==> config.mk <==
export PLATFORM = sky130hd
export DESIGN_NAME = gem_readout
export DESIGN_NICKNAME = d
export VERILOG_FILES = /design/src/gem_pkg.sv /design/src/gem_readout.sv
export SDC_FILE = /design/constraint.sdc
export NUM_CORES = 1
export LEC_CHECK = 0
export BUFFER_PORTS_ARGS = -buffer_cell sky130_fd_sc_hd__buf_2
export CAP_MARGIN = 0
export CORE_MARGIN = 2
export CORE_UTILIZATION = 44
export CTS_BUF_LIST = sky130_fd_sc_hd__clkbuf_2
export DETAILED_ROUTE_END_ITERATION = 10
export GPL_ROUTABILITY_DRIVEN = 0
export PLACE_DENSITY = 0.8
export SYNTH_ARGS = -nofsm -noshare
export SYNTH_HDL_FRONTEND = slang
export SYNTH_SLANG_ARGS = --single-unit
==> constraint.sdc <==
create_clock -name clock -period 1.4 [get_ports clock]
set_input_delay 0.21 -clock clock [delete_from_list [all_inputs] [get_ports clock]]
set_output_delay 0.21 -clock clock [all_outputs]
set_load 0.02 [all_outputs]
==> src/gem_pkg.sv <==
`default_nettype none

package gem_pkg;

  // --------------------
  // Frame geometry
  // --------------------

  parameter int unsigned mxclst     = 4;                 // Clusters per received frame
  parameter int unsigned clst_bits  = 14;                // Bits per cluster
  parameter int unsigned frame_bits = mxclst * clst_bits; // 56-bit link word

  parameter int unsigned adr_bits = 11;                  // Strip address field
  parameter int unsigned cnt_bits = clst_bits - adr_bits; // Cluster size count field

  // --------------------
  // Cluster types
  // --------------------

  // One GEM cluster as packed on the link
  // Count sits above the strip address
  typedef struct packed {
    logic [cnt_bits-1:0] cnt; // Number of extra pads in cluster
    logic [adr_bits-1:0] adr; // Strip address, 3 in bits 10:9 marks an empty slot
  } cluster_t;

  // All clusters of one frame, lane 0 in the low bits
  typedef cluster_t [mxclst-1:0] cluster_lanes_t;

  // Lane select for single cluster readout
  typedef logic [$clog2(mxclst)-1:0] lane_sel_t;

  // --------------------
  // Debug capture FSM
  // --------------------

  typedef enum logic [1:0] {
    cap_ready   = 2'd0, // Armed, waiting for a valid cluster
    cap_writing = 2'd1, // Filling the debug RAM
    cap_readout = 2'd2  // Full, held until software rearms
  } capture_state_t;

endpackage

`default_nettype wire

==> src/gem_readout.sv <==
`timescale 1ns/1ps
`default_nettype none

// Single cluster readout from a four lane RAM with parity check
// Adds one register stage after the RAM read register
module gem_readout import gem_pkg::*; (
  input  wire logic                 clock,      // System clock
  input  wire cluster_lanes_t       rdata,      // RAM read clusters
  input  wire logic [mxclst-1:0]    rparity,    // RAM stored parity
  input  wire lane_sel_t            sel,        // Lane to present, with the read address
  output logic [clst_bits-1:0]      lane_data,  // Selected cluster
  output logic [mxclst-1:0]         parity_err  // Stored parity disagrees, per lane
);

  // --------------------
  // Lane select
  // --------------------

  lane_sel_t         sel_r;       // Select delayed to match RAM read
  logic [mxclst-1:0] parity_exp;  // Parity recomputed from read data

  always_ff @(posedge clock) begin
    sel_r     <= sel;             // Same edge as the RAM address
    lane_data <= rdata[sel_r];    // Mux then register
  end

  // --------------------
  // Parity check
  // --------------------

  // Same odd parity rule as the decoder uses on write
  for (genvar i = 0; i < mxclst; i++) begin : g_par
    assign parity_exp[i] = ~(^rdata[i]);
  end

  always_ff @(posedge clock) begin
    parity_err <= rparity ^ parity_exp; // High where stored and recomputed differ
  end

endmodule

`default_nettype wire

## Word level (Yosys, flattened, before mapping)

Cells that the tools add are included.

| cells by class | value |
|---|---|
| magnitude comparators | 1 |
| bitwise logic cells | 5 |
| reduce and logical (&&, ||, !) cells | 4 |
| muxes and demuxes | 2 |

Operator list:

| kind | count |
|---|---|
| 14-bit parity | 4 |
| 14-bit binary-select mux with 2-bit select | 1 |
| 14-bit two-way mux | 1 |
| 1-bit NOT | 4 |
| 4-bit XOR | 1 |
| 2-bit by 3-bit < comparator with 1-bit output (second input constant) | 1 |

| word-level totals | value |
|---|---|
| output and inout port bits | 18 |
| input port bits | 63 |
| register bits after elaboration | 20 |

## Logic depth before layout (Yosys ltp)

Gate-level depths: netlist of the first run.

| logic depth | value |
|---|---|
| depth in word-level cells | 3 |
| gate-level depth with buffers | 3 |
| depth with buffers taken out | 3 |

## Worst setup path before layout of the first run

Ideal clock, no wire load.

| path | value |
|---|---|
| path kind | reg-to-reg |
| start point | register sel_r[0] |
| end point | register lane_data[10] |
| path slack | 180 ps |
| cell stages (with the launch flop) | 4 |
| buffers on the path | 2 |
| arrival | 1085 ps |
| cells stage by stage | dfxtp_1 > buf_4 > buf_6 > mux4_1 |

| on the way | value |
|---|---|
| cells in the longest elaborated chain, start to end | 2 |

RTL lines:

| element | line | source |
|---|---|---|
| start: declaration | gem_readout.sv:19 | `lane_sel_t sel_r;` |
| start signal: assignment | gem_readout.sv:23 | `sel_r <= sel;` |
| 14-bit binary-select mux with 2-bit select | gem_readout.sv:24 | `lane_data <= rdata[sel_r];` |
| 14-bit two-way mux (implied by the code) | gem_readout.sv:24 |  |
| end signal: assignment | gem_readout.sv:24 |  |
| end: declaration | gem_readout.sv:11 | `output logic [clst_bits-1:0] lane_data,` |

Every way passes these cells. The select of a mux whose other input is x is not followed.

## Worst setup path in the final report of the first run

| path | value |
|---|---|
| start point | register sel_r[0] |
| end point | register lane_data[5] |

The elaborated chain is that of the path after synthesis.

==> out/results.ini, run 1 <==
[placed_design]
hpwlAfterDp_um = 2620
post-place-ws_ns = 0.108
port_buffers = 80

[global_route]
antenna_found_initial = 0
grt_max_degree = 15
grt_pass1_wl_um = 4730
gr-usage-all-layers_pct = 19.2
grt_pass1_vias = 1031
overflow = 0

[cts]
numCtsBuffers = 3
cts_setup_buffers = 0
cts-hold-fix-buffers = 2
cts_buffer_depth = 2
cts_resized = 0
htree_num_levels = 1
clk_pin_slew_ns = 0.18
cts_tree = yes
clkLatencyLatePin_ns = 0.32
clkSinkCount = 20
root_buffer = clkbuf_2

[sta]
timing.hold.ws_ns = 0.187
clock_skew_ns = 0.00528
slew_headroom_pct = 82.9
min_period_ns = 1.24
final_hold_viol_count = 0
tns_ns = 0
period_share_pct = 88.3
rsz0062_at_grt = false
tightest_slew_ns = 0.255
slew_violations = 0
timing.final.ws_setup_ns = 0.164
finalSetupViolations = 0
fmax_mhz = 809

[floorplan]
die_area_um2 = 3480
initial_core_util_pct = 47.4
placementRows = 19
coreArea_um2 = 2810
die_y_um = 59.0
die_w_um = 59.0
io_pins = 81

[logic_synthesis]
synth_top_area_share_pct = 30.1
yosysWarnings = 0
syn_avg_cell_area_um2 = 16.2
synthTopCellsByArea = dfxtp_1 30%, xnor2_1 21%, xnor3_1 20%
yosysSeqAreaShare_pct = 30.1
synthCells = 82
ys_seq_elements = 20
yosys.area.top_type = dfxtp_1
netlist_area_um2 = 1330
synthesis.nets = 145
yosys.cell_types.count = 8

[cells_and_area]
final_nets = 231
diodes = 0
syn2layout_area_growth_pct = 36.2
drive_above_1_share_pct = 54.8
final_util_pct = 64.5

[drt]
vias_per_cell = 5.05
drc_errors = 6
routedWlPerCell_um = 15.8
antenna_left = 0
drt_first_pass_iters = 7
routed_wl_um = 3110
vias = 994
drt_first_iter_violations = 47

[min_path]
min_path_cells = 2
worstHoldPathType = in2reg

[power_and_ir_drop]
leakage_nw = 0.903
vdd_drop_max_uv = 551
powerDensity_nw_per_um2 = 977
finalPower_w = 0.00177

[critical_path]
worstSetupPathType = reg2reg
worstPathMaxFanout = 14
crit_path_end_kind = flip-flop
crit_arrival_ns = 1.45
worst-r2r-cell-count = 2
required_ns = 1.62
critPathLaunchType = flip-flop
r2r_slack_ns = 0.16

[outcome]
violations = DRC
outcome = finished, violations left

[run]
cap_viol_max_count = 0

## flip-flops by register name (all words and copies together) (netlist names)
register    flops
lane_data      14
parity_err      4
sel_r           2
## final timing paths
| path | from | endpoint |
|---|---|---|
| worst max register to register | sel_r[0] | lane_data[5] |
| worst min-delay path | rdata[10] | lane_data[10] |
| worst min register to register | sel_r[1] | lane_data[1] |
| worst max-delay path | sel_r[0] | lane_data[5] |
## layout by cell type (no fill, tap or decap)
master,synthesis,layout
mux4_1,9,9
buf_4,1,2
dfxtp_1,20,20
buf_12,0,1
xnor3_1,12,12
dlygate4sd3_1,0,2
clkbuf_2,0,3
buf_2,2,80
mux4_2,5,5
xnor2_1,32,32
## power by group
part,total (W),internal [W],switching (W)
clock,0.000235,0.0000584,0.000176
combinational,0.000826,0.000474,0.000352
sequential,0.000707,0.000679,0.0000281
total,0.00177,0.00121,0.000557
## kinds of logic (layout without fill, tap and decap cells)
kind of cell | after synthesis | in the layout | share of synthesized area, %
xor gates and xnor gates | 44 | 44 | 41.4
muxes | 14 | 14 | 26.3
buffers and inverters | 4 | 88 | 2.17
DFF | 20 | 20 | 30.1
## per-stage QoR
stage / area, um^2 / cells
2_1_floorplan: 1330 / 82
3_3_place_gp: 1770 / 192
3_5_place_dp: 1770 / 192
4_1_cts: 1810 / 197
5_1_grt: 1810 / 197
6_report: 1810 / 197
## synth_stat cells (all sizes together)
library cell and number:
buf 4, mux4 14, xnor3 12, xnor2 32
dfxtp 20
## layout make-up
cell class	instances	area, um^2
Timing Repair Buffer	85	455
Fill cell	229	996
Tap cell	31	38.8
Sequential cell	20	400
Multi-Input combinational cell	58	900
Clock buffer	3	15.0
## per-layer routing
metal / track usage, % / vias to the layer above / share of wire, %
li1: - / 474 / -
met1: 22.7 / 472 / 38
met2: 33.7 / 41 / 54
met3: 2.86 / 7 / 5.8
met4: 10.1 / 0 / 2.6
met5: 0 / - / 0
## worst max-delay path, stage by stage (launching register included)
cell and delay (ns):
dfxtp_1 0.39, buf_12 0.16, mux4_1 0.57
Note: power is estimated with default switching activity, not from simulation.
==> run 2, diff against run 1 <==
--- a/config.mk
+++ b/config.mk
@@ -7,7 +7,6 @@
 export LEC_CHECK = 0
 export BUFFER_PORTS_ARGS = -buffer_cell sky130_fd_sc_hd__buf_2
 export CAP_MARGIN = 0
-export CORE_MARGIN = 2
 export CORE_UTILIZATION = 44
 export CTS_BUF_LIST = sky130_fd_sc_hd__clkbuf_2
 export DETAILED_ROUTE_END_ITERATION = 10
==> run 2 against run 1 <==
  * The flow still finishes with violations (DRC)
  * Largest power group unchanged
  * Global-route usage up 1.2 points
  * Combinational power about the same
  * Critical path depth down 1
==> out/results.ini, run 2 (synthesis gave the netlist of run 1 again) <==
[drt]
drt_first_pass_iters = 7
routedWlPerCell_um = 15.4
routed_wl_um = 3040
drt_first_iter_violations = 44
antenna_left = 0
vias = 975
vias_per_cell = 4.95
drc_errors = 12

[floorplan]
die_y_um = 57.0
die_w_um = 57.0
coreArea_um2 = 2810
die_area_um2 = 3240
placementRows = 19
initial_core_util_pct = 47.4
io_pins = 81

[outcome]
outcome = finished, violations left
violations = DRC

[cts]
clk_pin_slew_ns = 0.19
htree_num_levels = 1
numCtsBuffers = 3
cts_tree = yes
cts_buffer_depth = 2
root_buffer = clkbuf_2
clkSinkCount = 20
clkLatencyLatePin_ns = 0.31

[cells_and_area]
layout_commonest_cell = buf_2
syn2layout_area_growth_pct = 35.9
drive_above_1_share_pct = 54.2
final_nets = 230
largest-register = lane_data
layoutNonFillerInstCount = 197
largest_register_ffs = 14
final_cell_mix = 80 x buf_2, 32 x xnor2_1, 20 x dfxtp_1, 12 x xnor3_1, 9 x mux4_1
top_regs = lane_data: 14 flops, parity_err: 4 flops, sel_r: 2 flops
nFillCells = 212
final_util_pct = 64.4
diodes = 0

[sta]
fmax_mhz = 792
tightest_slew_ns = 0.355
period_share_pct = 90.2
slew_violations = 0
slew_headroom_pct = 76.3
final_hold_viol_count = 0
tns_ns = 0
min_period_ns = 1.26
timing.final.ws_setup_ns = 0.138
clock_skew_ns = 0.000934
finalSetupViolations = 0
rsz0062_at_grt = false

[critical_path]
slowest_stage = mux4_1
crit_path_end_kind = flip-flop
worstPathMaxFanout = 7
worst_path_largest_cell_delay_ns = 0.59
r2r_slack_ns = 0.14
worstSetupPathType = reg2reg
required_ns = 1.62
critPathLaunchType = flip-flop
crit_path_cell_trace = mux4_1
path_buf_inv = 0
critPathTopFamily = multiplexers
crit_arrival_ns = 1.48

[power_and_ir_drop]
vdd_drop_max_uv = 450
leakage_nw = 0.900
powerDensity_nw_per_um2 = 984
finalPower_w = 0.00178

[global_route]
grt_pass1_wl_um = 4870
grt_pass1_vias = 1042
grt_max_degree = 15
antenna_found_initial = 0
gr-usage-all-layers_pct = 20.4
overflow = 0

[min_path]
worstHoldPathType = in2reg

[run]
cap_viol_max_count = 0

[placed_design]
port_buffers = 80
hpwlAfterDp_um = 2500
post-place-cells = 191
post-place-ws_ns = 0.0963

## run 2: cell types whose count changed in the layout (fill, tap and decap cells not counted)
cell,before,now
clkinv_1,0,1
buf_4,2,1
## run 2: what timing repair did
action / 4_1_cts / 5_1_grt
hold buffers: 2 / 0
endpoints found under the hold margin: 2 / 0
setup buffers: 0 / 0
resized for setup: 0 / 0
## run 2: layout make-up
cell class / instances / area, um^2 / area share (%)
clock buffers: 3 / 15.0 / 0.832
clock inverters: 1 / 3.75 / 0.208
multi-input cells: 58 / 900 / 49.8
flip-flops and latches: 20 / 400 / 22.2
well taps: 31 / 38.8 / 2.15
repair buffers: 84 / 448 / 24.8
## run 2: metrics by stage
stage                     cell area (um^2)  hold slack (ns)
after floorplan                       1330            0.238
after global placement                1770            0.312
after detailed placement              1770            0.317
after CTS                             1810            0.180
after global routing                  1810            0.161
final                                 1810            0.204
## run 2: where the power goes
part	switching [W]	total (W)	leakage [nW]	internal, W
combinational	0.000356	0.000828	0.717	0.000472
sequential	0.0000272	0.000706	0.169	0.000679
clock	0.000180	0.000242	0.0140	0.0000621
## run 2: worst paths after layout
path | endpoint | start | depth (start not counted)
max reg2reg | lane_data[1] | sel_r[1] | 1
min | lane_data[5] | rdata[47] | 2
min reg2reg | lane_data[5] | sel_r[1] | 1
max | lane_data[1] | sel_r[1] | 1
## run 2: routing by layer
metal	global-route usage, %	vias up	wire length (um)
li1	-	475	-
met1	24.9	451	1130
met2	36.1	43	1650
met3	2.95	6	215
met4	9.06	0	44
met5	0	-	0
