[config.mk]
export PLATFORM = sky130hd
export DESIGN_NAME = gem_capture_ctrl_flat
export DESIGN_NICKNAME = d
export VERILOG_FILES = /design/src/gem_pkg.sv /design/src/gem_cluster_if.sv /design/src/gem_capture_ctrl.sv /design/src/flat_wrapper.sv
export SDC_FILE = /design/constraint.sdc
export NUM_CORES = 1
export LEC_CHECK = 0
export BUFFER_PORTS_ARGS = -buffer_cell sky130_fd_sc_hd__clkbuf_2
export CORE_MARGIN = 3
export CORE_UTILIZATION = 29
export DETAILED_ROUTE_END_ITERATION = 12
export GPL_ROUTABILITY_DRIVEN = 1
export PLACE_DENSITY = 0.84
export SYNTH_ARGS = -nofsm -noshare
export SYNTH_HDL_FRONTEND = slang
export SYNTH_SLANG_ARGS = --single-unit
[constraint.sdc]
create_clock -name clock -period 1.6 [get_ports clock]
set_input_delay 0.08 -clock clock [delete_from_list [all_inputs] [get_ports clock]]
set_output_delay 0.08 -clock clock [all_outputs]
set_load 0.005 [all_outputs]
[src/gem_pkg.sv]
`default_nettype none

package gem_pkg;

  // --------------------
  // Frame geometry
  // --------------------

  parameter int unsigned mxclst     = 4;                 // Clusters per received frame
  parameter int unsigned clst_bits  = 14;                // Bits per cluster
  parameter int unsigned frame_bits = mxclst * clst_bits; // 56-bit link word

  parameter int unsigned adr_bits = 11;                  // Strip address field
  parameter int unsigned cnt_bits = clst_bits - adr_bits; // Cluster size count field

  // --------------------
  // Cluster types
  // --------------------

  // One GEM cluster as packed on the link
  // Count sits above the strip address
  typedef struct packed {
    logic [cnt_bits-1:0] cnt; // Number of extra pads in cluster
    logic [adr_bits-1:0] adr; // Strip address, 3 in bits 10:9 marks an empty slot
  } cluster_t;

  // All clusters of one frame, lane 0 in the low bits
  typedef cluster_t [mxclst-1:0] cluster_lanes_t;

  // Lane select for single cluster readout
  typedef logic [$clog2(mxclst)-1:0] lane_sel_t;

  // --------------------
  // Debug capture FSM
  // --------------------

  typedef enum logic [1:0] {
    cap_ready   = 2'd0, // Armed, waiting for a valid cluster
    cap_writing = 2'd1, // Filling the debug RAM
    cap_readout = 2'd2  // Full, held until software rearms
  } capture_state_t;

endpackage

`default_nettype wire

[src/gem_cluster_if.sv]
`timescale 1ns/1ps
`default_nettype none

// Decoded cluster bus from the frame decoder to the buffers
// Level signals, valid on every clock
interface gem_cluster_if import gem_pkg::*; ();

  cluster_lanes_t    cluster; // Four decoded clusters
  logic [mxclst-1:0] vpf;     // Valid pattern flag per lane
  logic [mxclst-1:0] parity;  // Odd parity bit per lane for RAM storage
  logic              any_vpf; // At least one lane holds a hit

  // Decoder side
  modport source (
    output cluster,
    output vpf,
    output parity,
    output any_vpf
  );

  // RAM and capture controller side
  modport sink (
    input cluster,
    input vpf,
    input parity,
    input any_vpf
  );

endinterface

`default_nettype wire

[src/gem_capture_ctrl.sv]
`timescale 1ns/1ps
`default_nettype none

// Fills the debug RAM once after the first valid cluster
// Then holds until rearmed by capture_reset
module gem_capture_ctrl import gem_pkg::*; #(
  parameter int unsigned capture_adrb = 10          // Debug RAM address width
) (
  input  wire logic                    clock,         // System clock
  input  wire logic                    reset,         // Sync reset, active high
  gem_cluster_if.sink                  clusters,      // Decoded bus, trigger source
  input  wire logic                    capture_reset, // Rearm pulse from software
  output logic                         wen,           // Debug RAM write enable
  output logic [capture_adrb-1:0]      wadr           // Debug RAM write address
);

  // --------------------
  // State and counter
  // --------------------

  capture_state_t            state;    // Capture FSM
  logic [capture_adrb-1:0]   adr;      // Write address counter
  logic                      last_adr; // Counter at the top of the RAM

  assign last_adr = &adr;              // All ones ends the capture

  always_ff @(posedge clock) begin
    if (reset) begin
      state <= cap_ready;
      adr   <= '0;
    end else begin
      case (state)
        cap_ready: begin
          adr <= '0;                    // Start from the bottom
          if (clusters.any_vpf) begin
            state <= cap_writing;       // First hit seen
          end
        end
        cap_writing: begin
          adr <= adr + 1'b1;            // One word per bx
          if (last_adr) begin
            state <= cap_readout;       // RAM full
          end
        end
        cap_readout: begin
          if (capture_reset) begin
            state <= cap_ready;         // Rearm
          end
        end
        default: begin
          state <= cap_ready;           // Unused encoding
        end
      endcase
    end
  end

  // --------------------
  // RAM controls
  // --------------------

  assign wen  = (state == cap_writing); // Writes only while filling
  assign wadr = adr;

endmodule

`default_nettype wire

[src/flat_wrapper.sv]
// flat-port wrapper written by rule: the top's interface ports become plain ports
module gem_capture_ctrl_flat import gem_pkg::*;
#(
  parameter int unsigned capture_adrb = 10                                    
)
  (clock, reset, capture_reset, wen, wadr, clusters_cluster, clusters_vpf, clusters_parity, clusters_any_vpf);
  gem_cluster_if clusters_i ();
  input  wire logic clock;
  input  wire logic reset;
  input  wire logic capture_reset;
  output logic wen;
  output logic [capture_adrb-1:0] wadr;
  input wire logic [$bits(clusters_i.cluster)-1:0] clusters_cluster;
  input wire logic [$bits(clusters_i.vpf)-1:0] clusters_vpf;
  input wire logic [$bits(clusters_i.parity)-1:0] clusters_parity;
  input wire logic [$bits(clusters_i.any_vpf)-1:0] clusters_any_vpf;
  assign clusters_i.cluster = clusters_cluster;
  assign clusters_i.vpf = clusters_vpf;
  assign clusters_i.parity = clusters_parity;
  assign clusters_i.any_vpf = clusters_any_vpf;
  gem_capture_ctrl #(.capture_adrb(capture_adrb)) u_core (.clock(clock), .reset(reset), .clusters(clusters_i), .capture_reset(capture_reset), .wen(wen), .wadr(wadr));
endmodule
Word-level counts from Yosys, hierarchy flattened
Cells that the tools add are included.
W data, S select, Z words.
{"block": "totals", "reg_bits": 12, "output_inout_bits": 11}
{"block": "classes", "addsub": 1, "n_eq_ne": 5, "n_mux": 5, "reduce_logical": 4}
{"op": "$pmux W10 S2", "count": 1}
{"op": "$add A10 B1 Y10 const B", "count": 1}
{"op": "$reduce_and A10 Y1", "count": 1}
{"op": "$mux W2", "count": 3}
{"op": "$pmux W2 S3", "count": 1}
{"op": "$ne A2 B2 Y1 const B", "count": 2}
{"op": "$reduce_and A3 Y1", "count": 1}
{"op": "$eq A2 B1 Y1 const B", "count": 1}
{"op": "$eq A2 B2 Y1 const B", "count": 1}
{"op": "$logic_not A2 Y1", "count": 1}
{"op": "$ne A2 B1 Y1 const B", "count": 1}
{"op": "$reduce_bool A2 Y1", "count": 1}

Logic depth before layout (Yosys ltp)
Gate-level depths: netlist (run 1).
{"block": "logic_depth", "ltp_word": 3, "mapped_depth": 4}

Least setup slack after synthesis (run 1)
Ideal clock, no wire load.
{"block": "synth_timing", "path_type": "register to register", "start": "register u_core.state[1]", "end": "register u_core.adr[9] (netlist: u_core.wadr[9])", "setup_time_ps": 121, "arrival_ps": 1201, "t_required_ps": 1479, "slack_ps": 279, "path_stages_with_launch": 5, "n_path_buf": 1, "cell_sequence": "dfxtp_1 > buf_6 > nand4b_4 > nor4_1 > mux2_2"}
{"block": "synth_between", "elab_chain_len": 2, "word_cells_on_any_way": 4}
{"element": "start, declared", "line": "gem_capture_ctrl.sv:21", "text": "capture_state_t state;"}
{"element": "start signal, assigned", "line": "gem_capture_ctrl.sv:29", "text": "state <= cap_ready;"}
{"element": "start signal, assigned", "line": "gem_capture_ctrl.sv:36", "text": "state <= cap_writing;"}
{"element": "start signal, assigned", "line": "gem_capture_ctrl.sv:42", "text": "state <= cap_readout;"}
{"element": "$eq A2 B1 Y1 / $logic_not A2 Y1 (equally long branches)", "line": "gem_capture_ctrl.sv:32", "text": "case (state)"}
{"element": "$pmux W10 S2 / $reduce_bool A2 Y1 (equally long branches)"}
{"element": "end signal, assigned", "line": "gem_capture_ctrl.sv:40", "text": "adr <= adr + 1'b1;"}
{"element": "end, declared", "line": "gem_capture_ctrl.sv:22", "text": "logic [capture_adrb-1:0] adr;"}
Parallel ways exist; a longest one is shown, timed or not.
A chain may end at the register's enable or synchronous reset.

Worst setup path after layout (run 1)
{"block": "layout_timing", "start": "register u_core.adr[0] (netlist: u_core.wadr[0])", "end": "register u_core.adr[6] (netlist: u_core.wadr[6])"}
{"block": "layout_between", "elab_chain_len": 2}
{"element": "$add A10 B1 Y10", "line": "gem_capture_ctrl.sv:40"}
{"element": "$pmux W10 S2", "line": "gem_capture_ctrl.sv:32"}
No other way between the ends.

==> results of run 1 <==
critical path: stages (launching register included):
cell and delay, ns:
dfxtp_1 0.44, ha_1 0.22, nand4b_1 0.22, or3_1 0.36, a21oi_1 0.14
power by group through the flow:
stage          combinational, µW  clock, µW  sequential (µW)
6_report                    23.0        178              308
5_1_grt                     25.8        204              308
4_1_cts                     23.5        189              308
3_5_place_dp                23.5          0              315
3_3_place_gp                22.5          0              315
2_1_floorplan               11.4          0              314
final cells by class:
cell class / instances / area, µm²
flip-flops and latches: 12 / 240
inverters: 4 / 15.0
multi-input cells: 42 / 289
clock buffers: 3 / 22.5
well taps: 25 / 31.3
fillers: 194 / 1080
repair buffers: 16 / 85.1
metal layers:
metal,wire [µm],GRT usage,vias to the layer above
met2,435,0.132,18
met1,511,0.122,217
met3,111,0.0634,2
li1,-,-,249
met4,4,0.0276,0
met5,0,0,-
path summary, 6_finish.rpt:
check	cells past startpoint	start	slack [ns]	to
max	4	u_core.wadr[0]$_SDFFE_PP0P_	0.15	u_core.wadr[6]$_SDFFE_PP0P_
min	2	reset	0.01	u_core.wadr[1]$_SDFFE_PP0P_
max reg2reg	4	u_core.wadr[0]$_SDFFE_PP0P_	0.15	u_core.wadr[6]$_SDFFE_PP0P_
min reg2reg	2	u_core.wadr[7]$_SDFFE_PP0P_	0.50	u_core.wadr[7]$_SDFFE_PP0P_
flip-flops by register name, summed over array words and instances (netlist names):
| signal | cells |
|---|---|
| u_core.wadr | 10 |
| u_core.state | 2 |
metrics by stage:
step           utilization  power, µW  cells  hold slack [ns]
2_1_floorplan            -        325     59            0.152
3_3_place_gp         0.374        337     99            0.289
3_5_place_dp         0.374        338     99            0.292
4_1_cts              0.387        520    102          0.00251
5_1_grt              0.387        539    102           0.0113
6_report             0.387        509    102           0.0130
cells by family (layout without fill, tap and decap cells):
| kind of cell | after synthesis | count (layout) | share of synthesized area |
|---|---|---|---|
| XOR/XNOR | 4 | 4 | 0.0631 |
| buffers and inverters | 5 | 23 | 0.0473 |
| flip-flops | 12 | 12 | 0.432 |
| adder cells (fa/ha/maj) | 1 | 1 | 0.0225 |
| AO/OA/AOI/OAI | 12 | 12 | 0.137 |
| AND/OR/NAND/NOR | 24 | 24 | 0.277 |
| multiplexers | 1 | 1 | 0.0203 |
cells in the mapped netlist:
library cell and count:
or4_1 2, and2b_2 2, o31ai_1 2, a21o_1 1
mux2_2 1, dfxtp_1 12, nand4_1 2, nand4b_1 1
buf_6 1, a22oi_1 1, a21oi_1 4, ha_1 1
inv_1 4, nand3_1 1, nor4b_1 1, o21bai_2 1
xor2_1 1, nor4_1 2, nand4b_4 1, or3_1 2
nand2_1 1, o21ai_0 3, nor2_1 9, xnor2_1 3
==> results.tsv, run 1 <==
metric	value	unit
status	finished, final reports clean	
drcViolationCount	0	
synth_top_cell_area_share	0.432	
antenna_cells	0	
grt_pass1_wl	1.78	mm
max-clock-path-buffers	2	
cts_buffers	3	
post_cts_buffers	0	
critPathMaxFanout	5	
via_count	486	
antenna_found_initial	0	
finClkSkew	0.00483	ns
setup_violations	0	
grt_max_degree	10	
die_w	49.8	µm
ctsResizeCount	0	
min_period_over_period	0.904	
cts_htree_levels	1	
place_ws	0.178	ns
placed_cell_area	661	µm²
place_congestion	0.754	
cts_tree	yes	
ys_top_cells_by_area	dfxtp_1 (43%), nor2_1 (6.1%), xnor2_1 (4.7%)	
track_usage	0.0967	
grt_pass1_vias	418	
swShare	0.212	
clock_latency	0.27	ns
yosys_warnings	0	
cts_hold_buffers	0	
tightest_slew	0.381	ns
io_pins	79	
crit_arrival	1.65	ns
clkPwrFrac	0.350	
combPwrFrac	0.045	
rsz0062_at_grt	no	
drv_cap	0	
p_switching	108	µW
crit_required	1.80	ns
max_freq	691	MHz
port_buffers	14	
finalCriticalPeriod	1.45	ns
hold_path.class	in2reg	
grt-ovfl-total	0	
p_int	401	µW
slew_viol_final	0	
wl	1.06	mm
hold_viol	0	
slew_headroom	0.744	
stdcell_area	683	µm²
critPathCaptureType	flip-flop	
die_h	49.8	µm
start_util	0.315	
yosysSeqAreaShare	0.432	
syn_avg_cell_area	9.42	µm²
drt-vias-per-instance	4.76	
yosys_register_bits	12	
synth_fp_nets	128	
synth_top_area_cell	dfxtp_1	
dp_hpwl	858	µm
syn-cell-area	556	µm²
vdd_drop_max	0.360	mV
die_area	2480	µm²
final_cell_mix	clkbuf_2 (14), dfxtp_1 (12), nor2_1 (9)	
fin_nets	148	
crit_type	reg2reg	
cts_sinks	12	
synth_cell_type_count	24	
critPathLaunchType	flip-flop	
worst_slack	0.153	ns
p_per_area	745	nW/µm²
drive_gt1_frac	0.312	
area_delta_synth_final	23.0	%
cts_root_buf	clkbuf_4	
rows	15	
finalSetupTns	0	ns
syn_inst	59	
postRouteAntennaNets	0	
final_common_cell	clkbuf_2	
seqPwrFrac	0.605	
wire_per_inst	10.4	µm
coreArea	1760	µm²
clk_pin_slew	0.07	ns
drt_iter0_markers	5	
first_pass_iters	4	
p_leak	0.000308	µW
Note: power is estimated with default switching activity, not from simulation.
==> inputs of run 2 (changes only) <==
- SETUP_SLACK_MARGIN: unset -> 0.4
==> results.tsv, run 2 (synthesis gave the netlist of run 1 again) <==
metric	value	unit	change
worst_slack	0.306	ns	+0.153 ns
place_ws	0.214	ns	+0.0363 ns
finalSetupTns	0	ns	unchanged
io_pins	79		unchanged
antenna_cells	0		unchanged
cp_cell_sequence	ha_4 > nand4b_1 > or3_1 > a21oi_1		
start_util	0.315		unchanged
total_power	537	µW	+5.5%
rows	15		unchanged
finalCriticalPeriod	1.29	ns	-0.153 ns
p_per_area	624	nW/µm²	-16%
die_w	49.8	µm	unchanged
area_delta_synth_final	55.0	%	
slew_headroom	0.808		+0.0639
cts_root_buf	clkbuf_4		
drive_gt1_frac	0.584		+0.273
path_delay_family	simple AND/OR/NAND/NOR gates		
largest_reg_flops	10		unchanged
wire_per_inst	12.5	µm	+20%
finClkSkew	0.00403	ns	-0.000801 ns
critPathLaunchType	flip-flop		
grt-ovfl-total	0		unchanged
antenna_found_initial	0		unchanged
grt_max_degree	10		unchanged
drv_cap	0		unchanged
rsz0062_at_grt	yes		
hold_end	u_core.state[0]$_SDFFE_PP0P_		
timing.rr.end	u_core.wadr[6]$_SDFFE_PP0P_		
clock_latency	0.28	ns	about the same
via_count	543		+12%
path_buf_inv	0		unchanged
drt_iter0_markers	3		-2
crit_type	reg2reg		
hold_viol	0		unchanged
rr_worst_depth	4		unchanged
final_common_cell	clkbuf_2		
cts_htree_levels	1		unchanged
max_stage_delay	0.39	ns	-0.05 ns
grt_pass1_wl	2.30	mm	+29%
slowest_stage	or3_1		
postRouteAntennaNets	0		unchanged
final_cell_mix	clkbuf_2 (14), buf_4 (11), nor2_1 (9)		
max_freq	773	MHz	+12%
critPathMaxFanout	4		-1
crit_required	1.81	ns	about the same
die_h	49.8	µm	unchanged
drcViolationCount	0		unchanged
grt_pass1_vias	535		+28%
cts_tree	yes		
hold_depth	3		+1
max-clock-path-buffers	2		unchanged
tightest_slew	0.286	ns	-0.0947 ns
port_buffers	14		unchanged
clk_pin_slew	0.08	ns	about the same
coreArea	1760	µm²	unchanged
first_pass_iters	4		unchanged
fin_nets	159		+7.4%
setup_violations	0		unchanged
place_congestion	0.712		-5.5%
slew_viol_final	0		unchanged
die_area	2480	µm²	unchanged
crit-reg2reg-launch	u_core.wadr[1]$_SDFFE_PP0P_		
track_usage	0.124		+0.0270
wl	1.43	mm	+34%
min_from	clusters_any_vpf		
cts_sinks	12		unchanged
rrSetupSlack	0.31	ns	+0.15 ns
crit_arrival	1.50	ns	-0.15 ns
min_period_over_period	0.809		-0.0954
drt-vias-per-instance	4.76		about the same
critPathCaptureType	flip-flop		
dp_hpwl	885	µm	+3.1%
p_leak	0.000393	µW	+28%
status	finished, final reports clean		
hold_path.class	in2reg		
cts_buffers	3		unchanged
vdd_drop_max	0.439	mV	+22%
run 2: cell types whose count changed in the layout (fill, tap and decap cells not counted), sizes merged:
cell         change
buf             +10
clkbuf           +1
dlygate4sd3      +1
run 2: stage by stage:
stage,area (µm²),util,hold slack [ns],instances
6_report,861,0.488,0.0329,114
5_1_grt,861,0.488,0.0466,114
4_1_cts,833,0.472,0.0266,113
3_5_place_dp,679,0.385,0.289,98
3_3_place_gp,679,0.385,0.278,98
2_1_floorplan,582,-,0.143,59
run 2: power breakdown:
part	internal (µW)	switching, µW
logic	20.9	13.8
registers	297	5.96
clock network	96.8	103
run 2: how the worst max path moves through the flow:
stage / start / slack [ns] / cells after the start / to
3_5_place_dp: u_core.wadr[2]$_SDFFE_PP0P_ / 0.21 / 3 / u_core.wadr[9]$_SDFFE_PP0P_
4_1_cts: u_core.wadr[0]$_SDFFE_PP0P_ / 0.33 / 4 / u_core.wadr[6]$_SDFFE_PP0P_
5_1_grt: u_core.wadr[1]$_SDFFE_PP0P_ / 0.25 / 4 / u_core.wadr[6]$_SDFFE_PP0P_
6_report: u_core.wadr[1]$_SDFFE_PP0P_ / 0.31 / 4 / u_core.wadr[6]$_SDFFE_PP0P_
2_1_floorplan: u_core.state[1]$_SDFFE_PP0P_ / 0.31 / 4 / u_core.wadr[9]$_SDFFE_PP0P_
3_3_place_gp: u_core.state[1]$_SDFFE_PP0P_ / 0.27 / 3 / u_core.wadr[9]$_SDFFE_PP0P_
run 2: cell type report:
type / instances / area [µm²]
Clock buffer: 4 / 26.3
Fill cell: 184 / 903
Inverter: 4 / 15.0
Multi-Input combinational cell: 42 / 344
Sequential cell: 12 / 262
Tap cell: 25 / 31.3
Timing Repair Buffer: 27 / 183
run 2: timing repair:
item / in CTS / in global routing
buffers inserted: 10 / 1
hold buffers: 1 / 0
gates resized for setup: 12 / 6
endpoints found under the hold margin: 1 / 0
pin swaps: 2 / 1
endpoints found under the setup margin: 8 / 8
run 2: worst min-delay path: stages:
cell,delay [ns]
clkbuf_2,0.07
o21ai_0,0.06
nor2_1,0.07
run 2: per-layer routing:
metal	wire (µm)	GRT usage	share of wire
met5	0	0	0
met4	8	0.0415	0.0056
met3	119	0.0665	0.083
met2	722	0.200	0.51
met1	576	0.137	0.40
