`src/gem_pkg.sv`:
```
`default_nettype none

package gem_pkg;

  // --------------------
  // Frame geometry
  // --------------------

  parameter int unsigned mxclst     = 4;                 // Clusters per received frame
  parameter int unsigned clst_bits  = 14;                // Bits per cluster
  parameter int unsigned frame_bits = mxclst * clst_bits; // 56-bit link word

  parameter int unsigned adr_bits = 11;                  // Strip address field
  parameter int unsigned cnt_bits = clst_bits - adr_bits; // Cluster size count field

  // --------------------
  // Cluster types
  // --------------------

  // One GEM cluster as packed on the link
  // Count sits above the strip address
  typedef struct packed {
    logic [cnt_bits-1:0] cnt; // Number of extra pads in cluster
    logic [adr_bits-1:0] adr; // Strip address, 3 in bits 10:9 marks an empty slot
  } cluster_t;

  // All clusters of one frame, lane 0 in the low bits
  typedef cluster_t [mxclst-1:0] cluster_lanes_t;

  // Lane select for single cluster readout
  typedef logic [$clog2(mxclst)-1:0] lane_sel_t;

  // --------------------
  // Debug capture FSM
  // --------------------

  typedef enum logic [1:0] {
    cap_ready   = 2'd0, // Armed, waiting for a valid cluster
    cap_writing = 2'd1, // Filling the debug RAM
    cap_readout = 2'd2  // Full, held until software rearms
  } capture_state_t;

endpackage

`default_nettype wire

```
`src/gem_cluster_if.sv`:
```
`timescale 1ns/1ps
`default_nettype none

// Decoded cluster bus from the frame decoder to the buffers
// Level signals, valid on every clock
interface gem_cluster_if import gem_pkg::*; ();

  cluster_lanes_t    cluster; // Four decoded clusters
  logic [mxclst-1:0] vpf;     // Valid pattern flag per lane
  logic [mxclst-1:0] parity;  // Odd parity bit per lane for RAM storage
  logic              any_vpf; // At least one lane holds a hit

  // Decoder side
  modport source (
    output cluster,
    output vpf,
    output parity,
    output any_vpf
  );

  // RAM and capture controller side
  modport sink (
    input cluster,
    input vpf,
    input parity,
    input any_vpf
  );

endinterface

`default_nettype wire

```
`src/gem_frame_decode.sv`:
```
`timescale 1ns/1ps
`default_nettype none

module gem_frame_decode import gem_pkg::*; (
  input  wire logic                  clock,          // System clock
  input  wire logic                  reset,          // Sync reset, active high
  input  wire logic [frame_bits-1:0] gem_frame,      // Link word from optical receiver
  output logic                       gtx_rx_nonzero, // Registered OR of the link word
  gem_cluster_if.source              clusters        // Decoded cluster bus
);

  // --------------------
  // Input register
  // --------------------

  logic [frame_bits-1:0] frame_r;    // Registered link word
  logic                  nonzero_r;  // Any bit set in the link word
  cluster_lanes_t        lanes;      // Registered word viewed as clusters
  logic [mxclst-1:0]     vpf;        // Per lane valid flags
  logic [mxclst-1:0]     parity;     // Per lane odd parity

  always_ff @(posedge clock) begin
    if (reset) begin
      frame_r   <= '0;               // Zero frame after reset
      nonzero_r <= 1'b0;
    end else begin
      frame_r   <= gem_frame;
      nonzero_r <= |gem_frame;       // Flag tracks the same frame as frame_r
    end
  end

  assign lanes = cluster_lanes_t'(frame_r); // Lane 0 is bits 13:0

  // --------------------
  // Per lane decode
  // --------------------

  // An address with both top bits set is the empty-slot marker
  // Parity is the complement of the XOR so an all-zero word stores a one
  for (genvar i = 0; i < mxclst; i++) begin : g_lane
    assign vpf[i]    = ~(lanes[i].adr[adr_bits-1] & lanes[i].adr[adr_bits-2]); // Invalid on 11
    assign parity[i] = ~(^lanes[i]);                                           // Odd parity
  end

  // --------------------
  // Bus outputs
  // --------------------

  assign clusters.cluster = lanes;
  assign clusters.vpf     = vpf;
  assign clusters.parity  = parity;
  assign clusters.any_vpf = |vpf;    // Capture trigger

  assign gtx_rx_nonzero = nonzero_r;

endmodule

`default_nettype wire

```
`src/flat_wrapper.sv`:
```
// flat-port wrapper written by rule: the top's interface ports become plain ports
module gem_frame_decode_flat import gem_pkg::*;
  (clock, reset, gem_frame, gtx_rx_nonzero, clusters_cluster, clusters_vpf, clusters_parity, clusters_any_vpf);
  gem_cluster_if clusters_i ();
  input  wire logic clock;
  input  wire logic reset;
  input  wire logic [frame_bits-1:0] gem_frame;
  output logic gtx_rx_nonzero;
  output wire logic [$bits(clusters_i.cluster)-1:0] clusters_cluster;
  output wire logic [$bits(clusters_i.vpf)-1:0] clusters_vpf;
  output wire logic [$bits(clusters_i.parity)-1:0] clusters_parity;
  output wire logic [$bits(clusters_i.any_vpf)-1:0] clusters_any_vpf;
  assign clusters_cluster = clusters_i.cluster;
  assign clusters_vpf = clusters_i.vpf;
  assign clusters_parity = clusters_i.parity;
  assign clusters_any_vpf = clusters_i.any_vpf;
  gem_frame_decode u_core (.clock(clock), .reset(reset), .gem_frame(gem_frame), .gtx_rx_nonzero(gtx_rx_nonzero), .clusters(clusters_i));
endmodule
```
`config.mk`:
```
export PLATFORM = sky130hd
export DESIGN_NAME = gem_frame_decode_flat
export DESIGN_NICKNAME = d
export VERILOG_FILES = /design/src/gem_pkg.sv /design/src/gem_cluster_if.sv /design/src/gem_frame_decode.sv /design/src/flat_wrapper.sv
export SDC_FILE = /design/constraint.sdc
export NUM_CORES = 1
export LEC_CHECK = 0
export ABC_AREA = 1
export BUFFER_PORTS_ARGS = -buffer_cell sky130_fd_sc_hd__buf_2
export CAP_MARGIN = 20
export CORE_MARGIN = 4
export CORE_UTILIZATION = 52
export DETAILED_ROUTE_END_ITERATION = 16
export GPL_ROUTABILITY_DRIVEN = 0
export MAX_ROUTING_LAYER = met4
export PLACE_DENSITY = 0.85
export REMOVE_ABC_BUFFERS = 1
export SYNTH_ARGS = -nofsm -noshare
export SYNTH_HDL_FRONTEND = slang
export SYNTH_SLANG_ARGS = --single-unit
```
`constraint.sdc`:
```
create_clock -name clock -period 1.4 [get_ports clock]
set_input_delay 0.14 -clock clock [delete_from_list [all_inputs] [get_ports clock]]
set_output_delay 0.14 -clock clock [all_outputs]
set_load 0.02 [all_outputs]
```
# Word level (Yosys, flattened, before mapping)

Index checks and enable logic that the tools add are counted.

Input bits: 58
Flip-flop bits (word level): 57

Reductions and logical operators: 6
Bitwise gates (word level): 12

Operators with widths:

| cell               | count |
|---|---|
| $reduce_or A56 Y1  | 1 |
| $reduce_xor A14 Y1 | 4 |
| $not A1 Y1         | 8 |
| $and A1 B1 Y1      | 4 |
| $reduce_or A4 Y1   | 1 |

# Longest topological paths before layout

Gate-level depths: netlist (run 1).

Depth after elaboration: 3
Depth in mapped cells: 10

# Worst setup path after synthesis (run 1)

OpenSTA, ideal clock, no wires.

Path kind: flip-flop to output port
Start: register u_core.frame_r[9], in the netlist u_core.clusters.cluster[9]
End: output clusters_parity[0]
Arrival: 1189 ps
Cell stages (with the launch flop): 10
Buffers on the path: 1
Data required time: 1260 ps
Path slack: 71 ps
Cells stage by stage: dfxtp_1 buf_6 nand2_2 inv_2 nor2_2 nand2_2 nand3_1 nand2_1 nand2_1 nand2_1

Cells in the longest elaborated chain, start to end: 2

Ends and longest elaborated chain:

| item                   | line                   | RTL |
|---|---|---|
| start, declared        | gem_frame_decode.sv:16 | `logic [frame_bits-1:0] frame_r;` |
| start signal, assigned | gem_frame_decode.sv:27 | `frame_r <= gem_frame;` |
| $reduce_xor A14 Y1     | gem_frame_decode.sv:42 | `assign parity[i] = ~(^lanes[i]);` |
| $not A1 Y1             | gem_frame_decode.sv:42 |  |
| end, declared          | flat_wrapper.sv:11     | `output wire logic [$bits(clusters_i.parity)-1:0] clusters_parity;` |

Every way passes these cells.

# Worst setup path after layout (run 1)

Start: register u_core.frame_r[16], in the netlist u_core.clusters.cluster[16]
End: output clusters_parity[1]

The elaborated chain is that of the path after synthesis.

==> impl_metrics.env, run 1 <==
export IMPL_slew_headroom_pct=83.7
export IMPL_drcViolationCount=0
export IMPL_final_max_slew_viol_count=0
export IMPL_layout_area_overhead_vs_synth_pct=40.3
export IMPL_synth_top_area_cell="dfxtp_1"
export IMPL_setup_viol=4
export IMPL_num_antenna_cells=0
export IMPL_critPathArrivalTime_ps=1400
export IMPL_cts_buffers=9
export IMPL_synth_compound_area_share_pct=0.163
export IMPL_final_util_pct=76.9
export IMPL_ir_drop_mv=1.07
export IMPL_synth_top_family_by_area="simple AND/OR/NAND/NOR gates"
export IMPL_hold_viol_final=0
export IMPL_coreArea_sq_um=5610
export IMPL_avgSynthCellArea_sq_um=5.72
export IMPL_vias=3378
export IMPL_clk_transition_reported_paths_ps=60
export IMPL_max_freq_ghz=0.649
export IMPL_crit_path_end_kind="output port"
export IMPL_numPortBuffers=123
export IMPL_synthXorXnorAreaFrac_pct=3.42
export IMPL_synth_cells=537
export IMPL_viasPerCell=4.50
export IMPL_yosysTopAreaCellShare_pct=37.1
export IMPL_final_common_cell="nand2_1"
export IMPL_ant_nets=0
export IMPL_fin_hold_ws_ps=14.6
export IMPL_synthesis_area_sq_um=3070
export IMPL_die_area_sq_um=7200
export IMPL_place_ws_ps=109
export IMPL_hp_class="input pin to flop"
export IMPL_grt_antenna_before_repair=0
export IMPL_groute_usage_overall_pct=21.7
export IMPL_ctsLongestPathBuffers=2
export IMPL_p_sw_share_pct=29.6
export IMPL_synth_area_top_cells="dfxtp_1, nand2_1, inv_1, nor2_1, nand3_1"
export IMPL_pwr_density_cell_nw_per_um2=1060
export IMPL_htreeDepth=3
export IMPL_design_area_sq_um=4310
export IMPL_synth_mux_area_share_pct=0
export IMPL_first_pass_iters=4
export IMPL_final_cells=750
export IMPL_synth_adder_area_share_pct=0
export IMPL_status="finished, violations left"
export IMPL_violations="setup timing"
export IMPL_drive_gt1_share_pct=37.0
export IMPL_gr_total_overflow=0
export IMPL_rows=27
export IMPL_cts_tree="yes"
export IMPL_synthSimpleGateAreaFrac_pct=43.5
export IMPL_cp_required_ps=1260
export IMPL_grt_pass1_wl_microns=12400
export IMPL_fin_ws_ps=-141
export IMPL_ys_seq_elements=57
export IMPL_p_sw_uw=1350
export IMPL_rsz0062_at_grt="true"
export IMPL_combPwrFrac_pct=22.2
export IMPL_place_inst=725
export IMPL_tightest_slew_ps=244
export IMPL_initial_core_util_pct=54.8
export IMPL_layout_min_cycle_time_ps=1540
export IMPL_clockRootBuffer="clkbuf_8"
export IMPL_grt_pass1_vias=3192
export IMPL_cp_max_fo=4
export IMPL_fin_nets=731
export IMPL_setup_worst_path_start_class="flop"
export IMPL_num_fill_cells=446
export IMPL_dpl_cell_area_sq_um=3750
export IMPL_p_clk_share_pct=38.1
export IMPL_layout_common_cells="nand2_1, buf_2, inv_1"
export IMPL_fin_crit_sh_pct=110
export IMPL_static_leakage_power_uw=0.00260
export IMPL_routed_wl_microns=7560
export IMPL_synth_seq_area_share_pct=37.1
export IMPL_wl_per_cell_microns=10.1
export IMPL_path_class="flop to output port"
export IMPL_drv_cap=0
export IMPL_die_w_microns=84.9
export IMPL_dp_hpwl_microns=5700
export IMPL_drtIter0Drc=89
export IMPL_intPower_uw=3220
export IMPL_chipHeight_microns=84.9
export IMPL_p_seq_share_pct=39.6
export IMPL_yosysUniqueCellTypes=15
export IMPL_cts_sink_count=57
export IMPL_synth_warnings=0
export IMPL_io_pins=124
export IMPL_grt_max_degree=58
-- state kept, by name, indices dropped and copies added (netlist names) --
register	count
u_core.clusters.cluster	56
u_core.gtx_rx_nonzero	1
-- final cells by class --
type | count | area [sq um] | share of cell area, %
sequential | 57 | 1240 | 28.7
multi-input combinational | 356 | 1570 | 36.3
inverter | 116 | 438 | 10.2
clock buffer | 11 | 151 | 3.51
tap | 72 | 90.1 | 2.09
clock inverter | 5 | 77.6 | 1.80
timing repair buffer | 133 | 752 | 17.4
-- routing by layer --
metal  GRT usage, %  share of wire, %  up-vias
li1               -                 -     1796
met5              -                 0        -
met2           39.0                52       98
met4           10.2               2.6        0
met1           22.3                39     1463
met3           4.85               6.4       21
-- power by group through the flow --
stage / registers (uW) / clock network, uW / logic [uW]
6_report: 1810 / 1740 / 1020
4_1_cts: 1810 / 1770 / 983
3_5_place_dp: 1830 / 0 / 907
5_1_grt: 1830 / 1850 / 1130
3_3_place_gp: 1830 / 0 / 878
2_1_floorplan: 1930 / 0 / 483
-- worst paths after layout --
check | startpoint | endpoint | slack (ps) | cells past startpoint
setup / recovery | u_core.clusters.cluster[16] | clusters_parity[1] | -140 | 10
hold / removal | gem_frame[33] | u_core.clusters.cluster[33] | 10 | 3
-- cells by family after synthesis --
logic type,count (synthesis)
xor gates and xnor gates,12
AOI/OAI and AO/OA,1
DFF,57
and+or+nand+nor,343
buffers and inverters,124
-- synth_stat cells, drive strengths merged --
cell    count
nand2     229
inv       116
nor2       92
dfxtp      57
nand3      20
xnor2       8
buf         6
xor2        4
clkbuf      2
nor3        2
a21oi       1
-- metrics by stage --
stage | setup TNS [ps] | total power (uW)
2_1_floorplan | 0 | 2420
3_3_place_gp | 0 | 2700
3_5_place_dp | 0 | 2740
4_1_cts | -547 | 4560
5_1_grt | -950 | 4810
6_report | -519 | 4570
-- critical path, cell delays in order, from the launching register on --
cell and delay [ps]:
dfxtp_4 360, nand2_2 70, inv_2 50, nor2_4 100
nand2_1 50, nand2_1 80, nand2_1 60, nand2_2 60
nand2_1 50, nand2_2 70, buf_6 110
-- what timing repair did --
item                       4_1_cts  5_1_grt
setup buffers                    2        0
hold buffers                     7        0
hold endpoints to repair         7        0
gates resized for setup         78       45
pin swaps                       18       15
setup endpoints to repair        4        5
(Power assumes the default switching activity.)
==> inputs of run 2 (changes only) <==
BUFFER_PORTS_ARGS = default   (was -buffer_cell sky130_fd_sc_hd__buf_2)
CORE_UTILIZATION = 55   (was 52)
DONT_BUFFER_PORTS = 1   (was default)
PLACE_DENSITY = 0.7   (was 0.85)
==> run 2 against run 1 <==
  * The flow still finishes with violations (setup timing)
  * Via count is 7.7% higher
  * Setup slack worse by 130 ps
  * Die area is 4.9% lower
  * Critical path type unchanged
  * Largest cell class unchanged
  * Highest routed layer unchanged
==> impl_metrics.env, run 2 (same netlist as run 1, synthesis figures left out) <==
export IMPL_status="finished, violations left"
export IMPL_violations="setup timing"
export IMPL_max_freq_ghz=0.598
export IMPL_ant_nets=0
export IMPL_routed_wl_microns=10100
export IMPL_cpPeakStageDelay_ps=350
export IMPL_dp_hpwl_microns=5570
export IMPL_drive_gt1_share_pct=29.7
export IMPL_wl_per_cell_microns=13.8
export IMPL_num_fill_cells=299
export IMPL_critPathTopFamily="simple AND/OR/NAND/NOR gates"
export IMPL_cp_required_ps=1260
export IMPL_critPathArrivalTime_ps=1530
export IMPL_path_class="flop to output port"
export IMPL_final_cells=733
export IMPL_drcViolationCount=0
export IMPL_ctsLongestPathBuffers=2
export IMPL_final_util_pct=87.0
export IMPL_setup_viol=4
export IMPL_cts_tree="yes"
export IMPL_place_inst=659
export IMPL_groute_usage_overall_pct=27.6
export IMPL_ir_drop_mv=0.951
export IMPL_fin_crit_sh_pct=119
export IMPL_pwr_density_cell_nw_per_um2=943
export IMPL_rsz0062_at_grt="true"
export IMPL_vias=3639
export IMPL_cp_max_fo=3
export IMPL_p_sw_share_pct=33.0
export IMPL_crit_slowest_cell="dfxtp_2"
export IMPL_combPwrFrac_pct=25.7
export IMPL_cp_num_cells=10
export IMPL_cts_buffers=9
export IMPL_layout_common_cells="nand2_1, inv_1, nor2_1"
export IMPL_multi_input_area_sq_um=1620
export IMPL_first_pass_iters=5
export IMPL_drtIter0Drc=227
export IMPL_rows=26
export IMPL_hold_viol_final=0
export IMPL_die_area_sq_um=6840
export IMPL_die_w_microns=82.7
export IMPL_crit_path_end_kind="output port"
export IMPL_fin_nets=716
export IMPL_startpoint="u_core.clusters.cluster[46]"
export IMPL_fin_hold_ws_ps=95.1
export IMPL_grt_max_degree=57
export IMPL_dpl_cell_area_sq_um=3560
export IMPL_htreeDepth=3
export IMPL_worstPathBufferInverterCount=2
export IMPL_p_seq_share_pct=42.0
export IMPL_clockRootBuffer="clkbuf_8"
export IMPL_hp_class="input pin to flop"
export IMPL_numPortBuffers=0
export IMPL_tightest_slew_ps=258
export IMPL_design_area_sq_um=4590
export IMPL_setup_worst_path_start_class="flop"
export IMPL_gr_total_overflow=0
export IMPL_num_antenna_cells=0
export IMPL_static_leakage_power_uw=0.00254
export IMPL_clk_transition_reported_paths_ps=70
export IMPL_layout_min_cycle_time_ps=1670
export IMPL_grt_antenna_before_repair=0
export IMPL_grt_pass1_vias=3275
export IMPL_endpoint="clusters_parity[3]"
export IMPL_io_pins=124
export IMPL_largest_register_ffs=56
export IMPL_layout_area_overhead_vs_synth_pct=49.3
export IMPL_crit_chain="inv_1 -> nand2_2 -> nand2_2 -> inv_2 -> nand2_1 -> nand2_2 -> nand2_1 -> nand2_1 -> nand2_1 -> nand2_2"
export IMPL_viasPerCell=4.96
export IMPL_chipHeight_microns=82.7
export IMPL_slew_headroom_pct=82.8
export IMPL_initial_core_util_pct=58.3
export IMPL_final_max_slew_viol_count=0
export IMPL_p_sw_uw=1430
export IMPL_grt_pass1_wl_microns=13800
export IMPL_final_common_cell="nand2_1"
export IMPL_intPower_uw=2900
export IMPL_drv_cap=0
export IMPL_regArea_sq_um=1230
export IMPL_cts_sink_count=57
export IMPL_p_clk_share_pct=32.2
export IMPL_coreArea_sq_um=5270
export IMPL_fin_ws_ps=-272
run 2: cell types whose count changed in the layout (fill, tap and decap cells not counted), moves of 4 or more:
cell,change
buf_6,-5
dfxtp_2,-9
buf_2,-118
inv_2,+4
nand2_2,+17
buf_4,+59
nand2_1,-19
dlygate4sd3_1,+49
dfxtp_1,+7
run 2: worst min path at each step:
stage	depth (start not counted)	start	end
final	4	gem_frame[6]	u_core.gtx_rx_nonzero
after global routing	2	reset	u_core.clusters.cluster[41]
after CTS	4	gem_frame[2]	u_core.gtx_rx_nonzero
after detailed placement	1	reset	u_core.clusters.cluster[49]
after global placement	1	reset	u_core.clusters.cluster[49]
after floorplan	1	reset	u_core.gtx_rx_nonzero
run 2: power by group through the flow:
stage | clock [uW] | combinational (uW) | sequential (uW)
floorplan | 0 | 483 | 1930
global placement | 0 | 787 | 1830
detailed placement | 0 | 812 | 1840
CTS | 1370 | 1000 | 1810
global route | 1480 | 1220 | 1830
finish | 1390 | 1110 | 1820
run 2: metrics by stage:
stage                     power, uW  setup TNS (ps)  worst slack, ps
after floorplan                2420               0             36.4
after global placement         2620               0              204
after detailed placement       2650               0              164
after CTS                      4190            -281            -75.3
after global routing           4530            -970             -336
final                          4330            -613             -272
run 2: repair_timing:
action / in CTS / in global routing
pin swaps: 16 / 39
hold buffers: 57 / 0
endpoints found under the setup margin: 4 / 5
setup buffers: 1 / 0
resized for setup: 57 / 71
endpoints found under the hold margin: 57 / 0
run 2: per-layer routing:
layer	wire length, microns	up-vias	track usage (%)	part of all wire, %
met1	3730	1626	28.4	37
met5	0	-	-	0
met3	819	56	7.59	8.1
met2	5110	191	48.2	51
li1	-	1766	-	-
met4	429	0	13.6	4.3
run 2: area by class of cell:
class	count	share of cell area (%)
multi-input cells	356	35.3
flip-flops and latches	57	26.9
repair buffers	118	22.6
inverters	116	9.50
clock buffers	13	3.47
well taps	70	1.91
clock inverters	3	0.327
==> inputs of run 3 (changes only) <==
==> constraint.sdc (replaced) <==
create_clock -name clock -period 1.4 [get_ports clock]
set_input_delay 0.28 -clock clock [delete_from_list [all_inputs] [get_ports clock]]
set_output_delay 0.28 -clock clock [all_outputs]
set_load 0.02 [all_outputs]
==> run 3 against run 2 <==
  * The flow still finishes with violations (setup timing)
  * Via count shrank 14%
  * Count of clock-buffer cells in the layout is the same
  * Combinational power shrank 15%
  * Total power shrank 5.2%
  * Die area is the same
  * Largest cell class unchanged
  * Maximum frequency grew 1.4%
  * Routed wire length shrank 23%
  * Final cell count shrank 7.1%
  * Global-route usage shrank 5.0 points
  * Setup slack gained 23 ps
  * First-iteration DRC count shrank 52%
  * Worst hold slack lost 81 ps
==> impl_metrics.env, run 3 (same netlist as run 1, synthesis figures left out) <==
export IMPL_final_common_cell="nand2_1"
export IMPL_pwr_density_cell_nw_per_um2=1010
export IMPL_routed_wl_microns=7770
export IMPL_wl_per_cell_microns=11.4
export IMPL_cpMostUsedCell="nand2_1"
export IMPL_io_pins=124
export IMPL_p_total_uw=4100
export IMPL_drv_cap=0
export IMPL_initial_core_util_pct=58.3
export IMPL_clk_transition_reported_paths_ps=60
export IMPL_coreArea_sq_um=5270
export IMPL_grt_pass1_wl_microns=11400
export IMPL_critPathArrivalTime_ps=1370
export IMPL_num_antenna_cells=0
export IMPL_layout_area_overhead_vs_synth_pct=32.0
export IMPL_whs_endpoint="u_core.clusters.cluster[0]"
export IMPL_chipHeight_microns=82.7
export IMPL_fin_setup_tns_ps=-859
export IMPL_tightest_slew_ps=521
export IMPL_largest_register_ffs=56
export IMPL_cts_tree="yes"
export IMPL_startpoint="u_core.clusters.cluster[51]"
export IMPL_worstHoldStart="reset"
export IMPL_violations="setup timing"
export IMPL_ctsLongestPathBuffers=2
export IMPL_place_inst=659
export IMPL_multi_input_area_sq_um=1610
export IMPL_hp_class="input pin to flop"
export IMPL_ir_drop_mv=0.768
export IMPL_status="finished, violations left"
export IMPL_cts_sink_count=57
export IMPL_max_freq_ghz=0.607
export IMPL_final_max_slew_viol_count=0
export IMPL_regArea_sq_um=1230
export IMPL_worstPathBufferInverterCount=2
export IMPL_dp_hpwl_microns=5570
export IMPL_grt_pass1_vias=2869
export IMPL_num_fill_cells=414
export IMPL_cts_buffers=9
export IMPL_vias=3135
export IMPL_crit_path_end_kind="output port"
export IMPL_final_util_pct=76.9
export IMPL_cp_required_ps=1120
export IMPL_final_cells=681
export IMPL_crit_chain="nand2_1 -> inv_1 -> nor2_2 -> nand2_2 -> nand2_1 -> nand2_1 -> nand2_1 -> inv_1 -> nand2_1 -> nand2_2"
export IMPL_htreeDepth=3
export IMPL_layout_common_cells="nand2_1, inv_1, nor2_1"
export IMPL_die_w_microns=82.7
export IMPL_grt_max_degree=45
export IMPL_drive_gt1_share_pct=31.6
export IMPL_ant_nets=0
export IMPL_groute_usage_overall_pct=22.6
export IMPL_cpPeakStageDelay_ps=360
export IMPL_static_leakage_power_uw=0.00232
export IMPL_drtIter0Drc=109
export IMPL_gr_total_overflow=0
export IMPL_die_area_sq_um=6840
export IMPL_fin_crit_sh_pct=118
export IMPL_numPortBuffers=0
export IMPL_cp_max_fo=5
export IMPL_crit_slowest_cell="dfxtp_4"
export IMPL_layout_min_cycle_time_ps=1650
export IMPL_setup_worst_path_start_class="flop"
export IMPL_critPathTopFamily="simple AND/OR/NAND/NOR gates"
export IMPL_fin_ws_ps=-249
export IMPL_drcViolationCount=0
export IMPL_place_ws_ps=23.5
export IMPL_fin_nets=664
export IMPL_slew_headroom_pct=65.2
export IMPL_hold_depth=1
export IMPL_clockRootBuffer="clkbuf_8"
export IMPL_rows=26
export IMPL_viasPerCell=4.60
export IMPL_first_pass_iters=4
export IMPL_setup_viol=4
export IMPL_grt_antenna_before_repair=0
export IMPL_hold_viol_final=0
export IMPL_rsz0062_at_grt="true"
export IMPL_path_class="flop to output port"
[run 3: changes by cell type in the layout (fill, tap and decap cells not counted), moves of 2 or more]
cell	delta
inv_2	+2
nand2_1	+6
nand2_2	-6
dlygate4sd3_1	-52
inv_1	-2
[run 3: worst max path at each step]
stage,end,slack [ps],cells past startpoint
final,clusters_parity[3],-250,10
after global routing,clusters_parity[3],-360,10
after CTS,clusters_parity[3],-220,10
after detailed placement,clusters_parity[0],20,8
after global placement,clusters_parity[0],60,8
after floorplan,clusters_parity[0],-100,8
[run 3: repair_timing]
item                                   CTS  global route
pin swaps                               18            36
hold buffers                             3             2
setup buffers                            1             0
endpoints found under the hold margin   12            28
setup endpoints to repair                5             5
resized for setup                       64            61
[run 3: per-stage QoR]
step | area (sq um) | hold WS [ps]
after floorplan | 3020 | 349
after global placement | 3560 | 357
after detailed placement | 3560 | 358
after CTS | 3900 | 0.607
after global routing | 4060 | -0.0415
final | 4060 | 13.7
[run 3: final cells by class]
class	instances	share of cell area, %
well taps	70	2.16
inverters	116	10.7
clock buffers	13	3.92
clock inverters	3	0.370
repair buffers	66	12.8
multi-input cells	356	39.6
flip-flops and latches	57	30.4
[run 3: power by group]
part | switching [uW] | internal [uW]
logic | 578 | 361
clock network | 620 | 730
registers | 103 | 1710
total | 1300 | 2800
[run 3: routing by layer]
layer | vias to the layer above | wire (microns) | track usage (%) | part of all wire [%]
met2 | 93 | 3900 | 39.9 | 50
li1 | 1665 | - | - | -
met3 | 12 | 624 | 7.70 | 8.0
met5 | - | 0 | - | 0
met4 | 0 | 150 | 8.50 | 1.9
met1 | 1365 | 3090 | 23.2 | 40
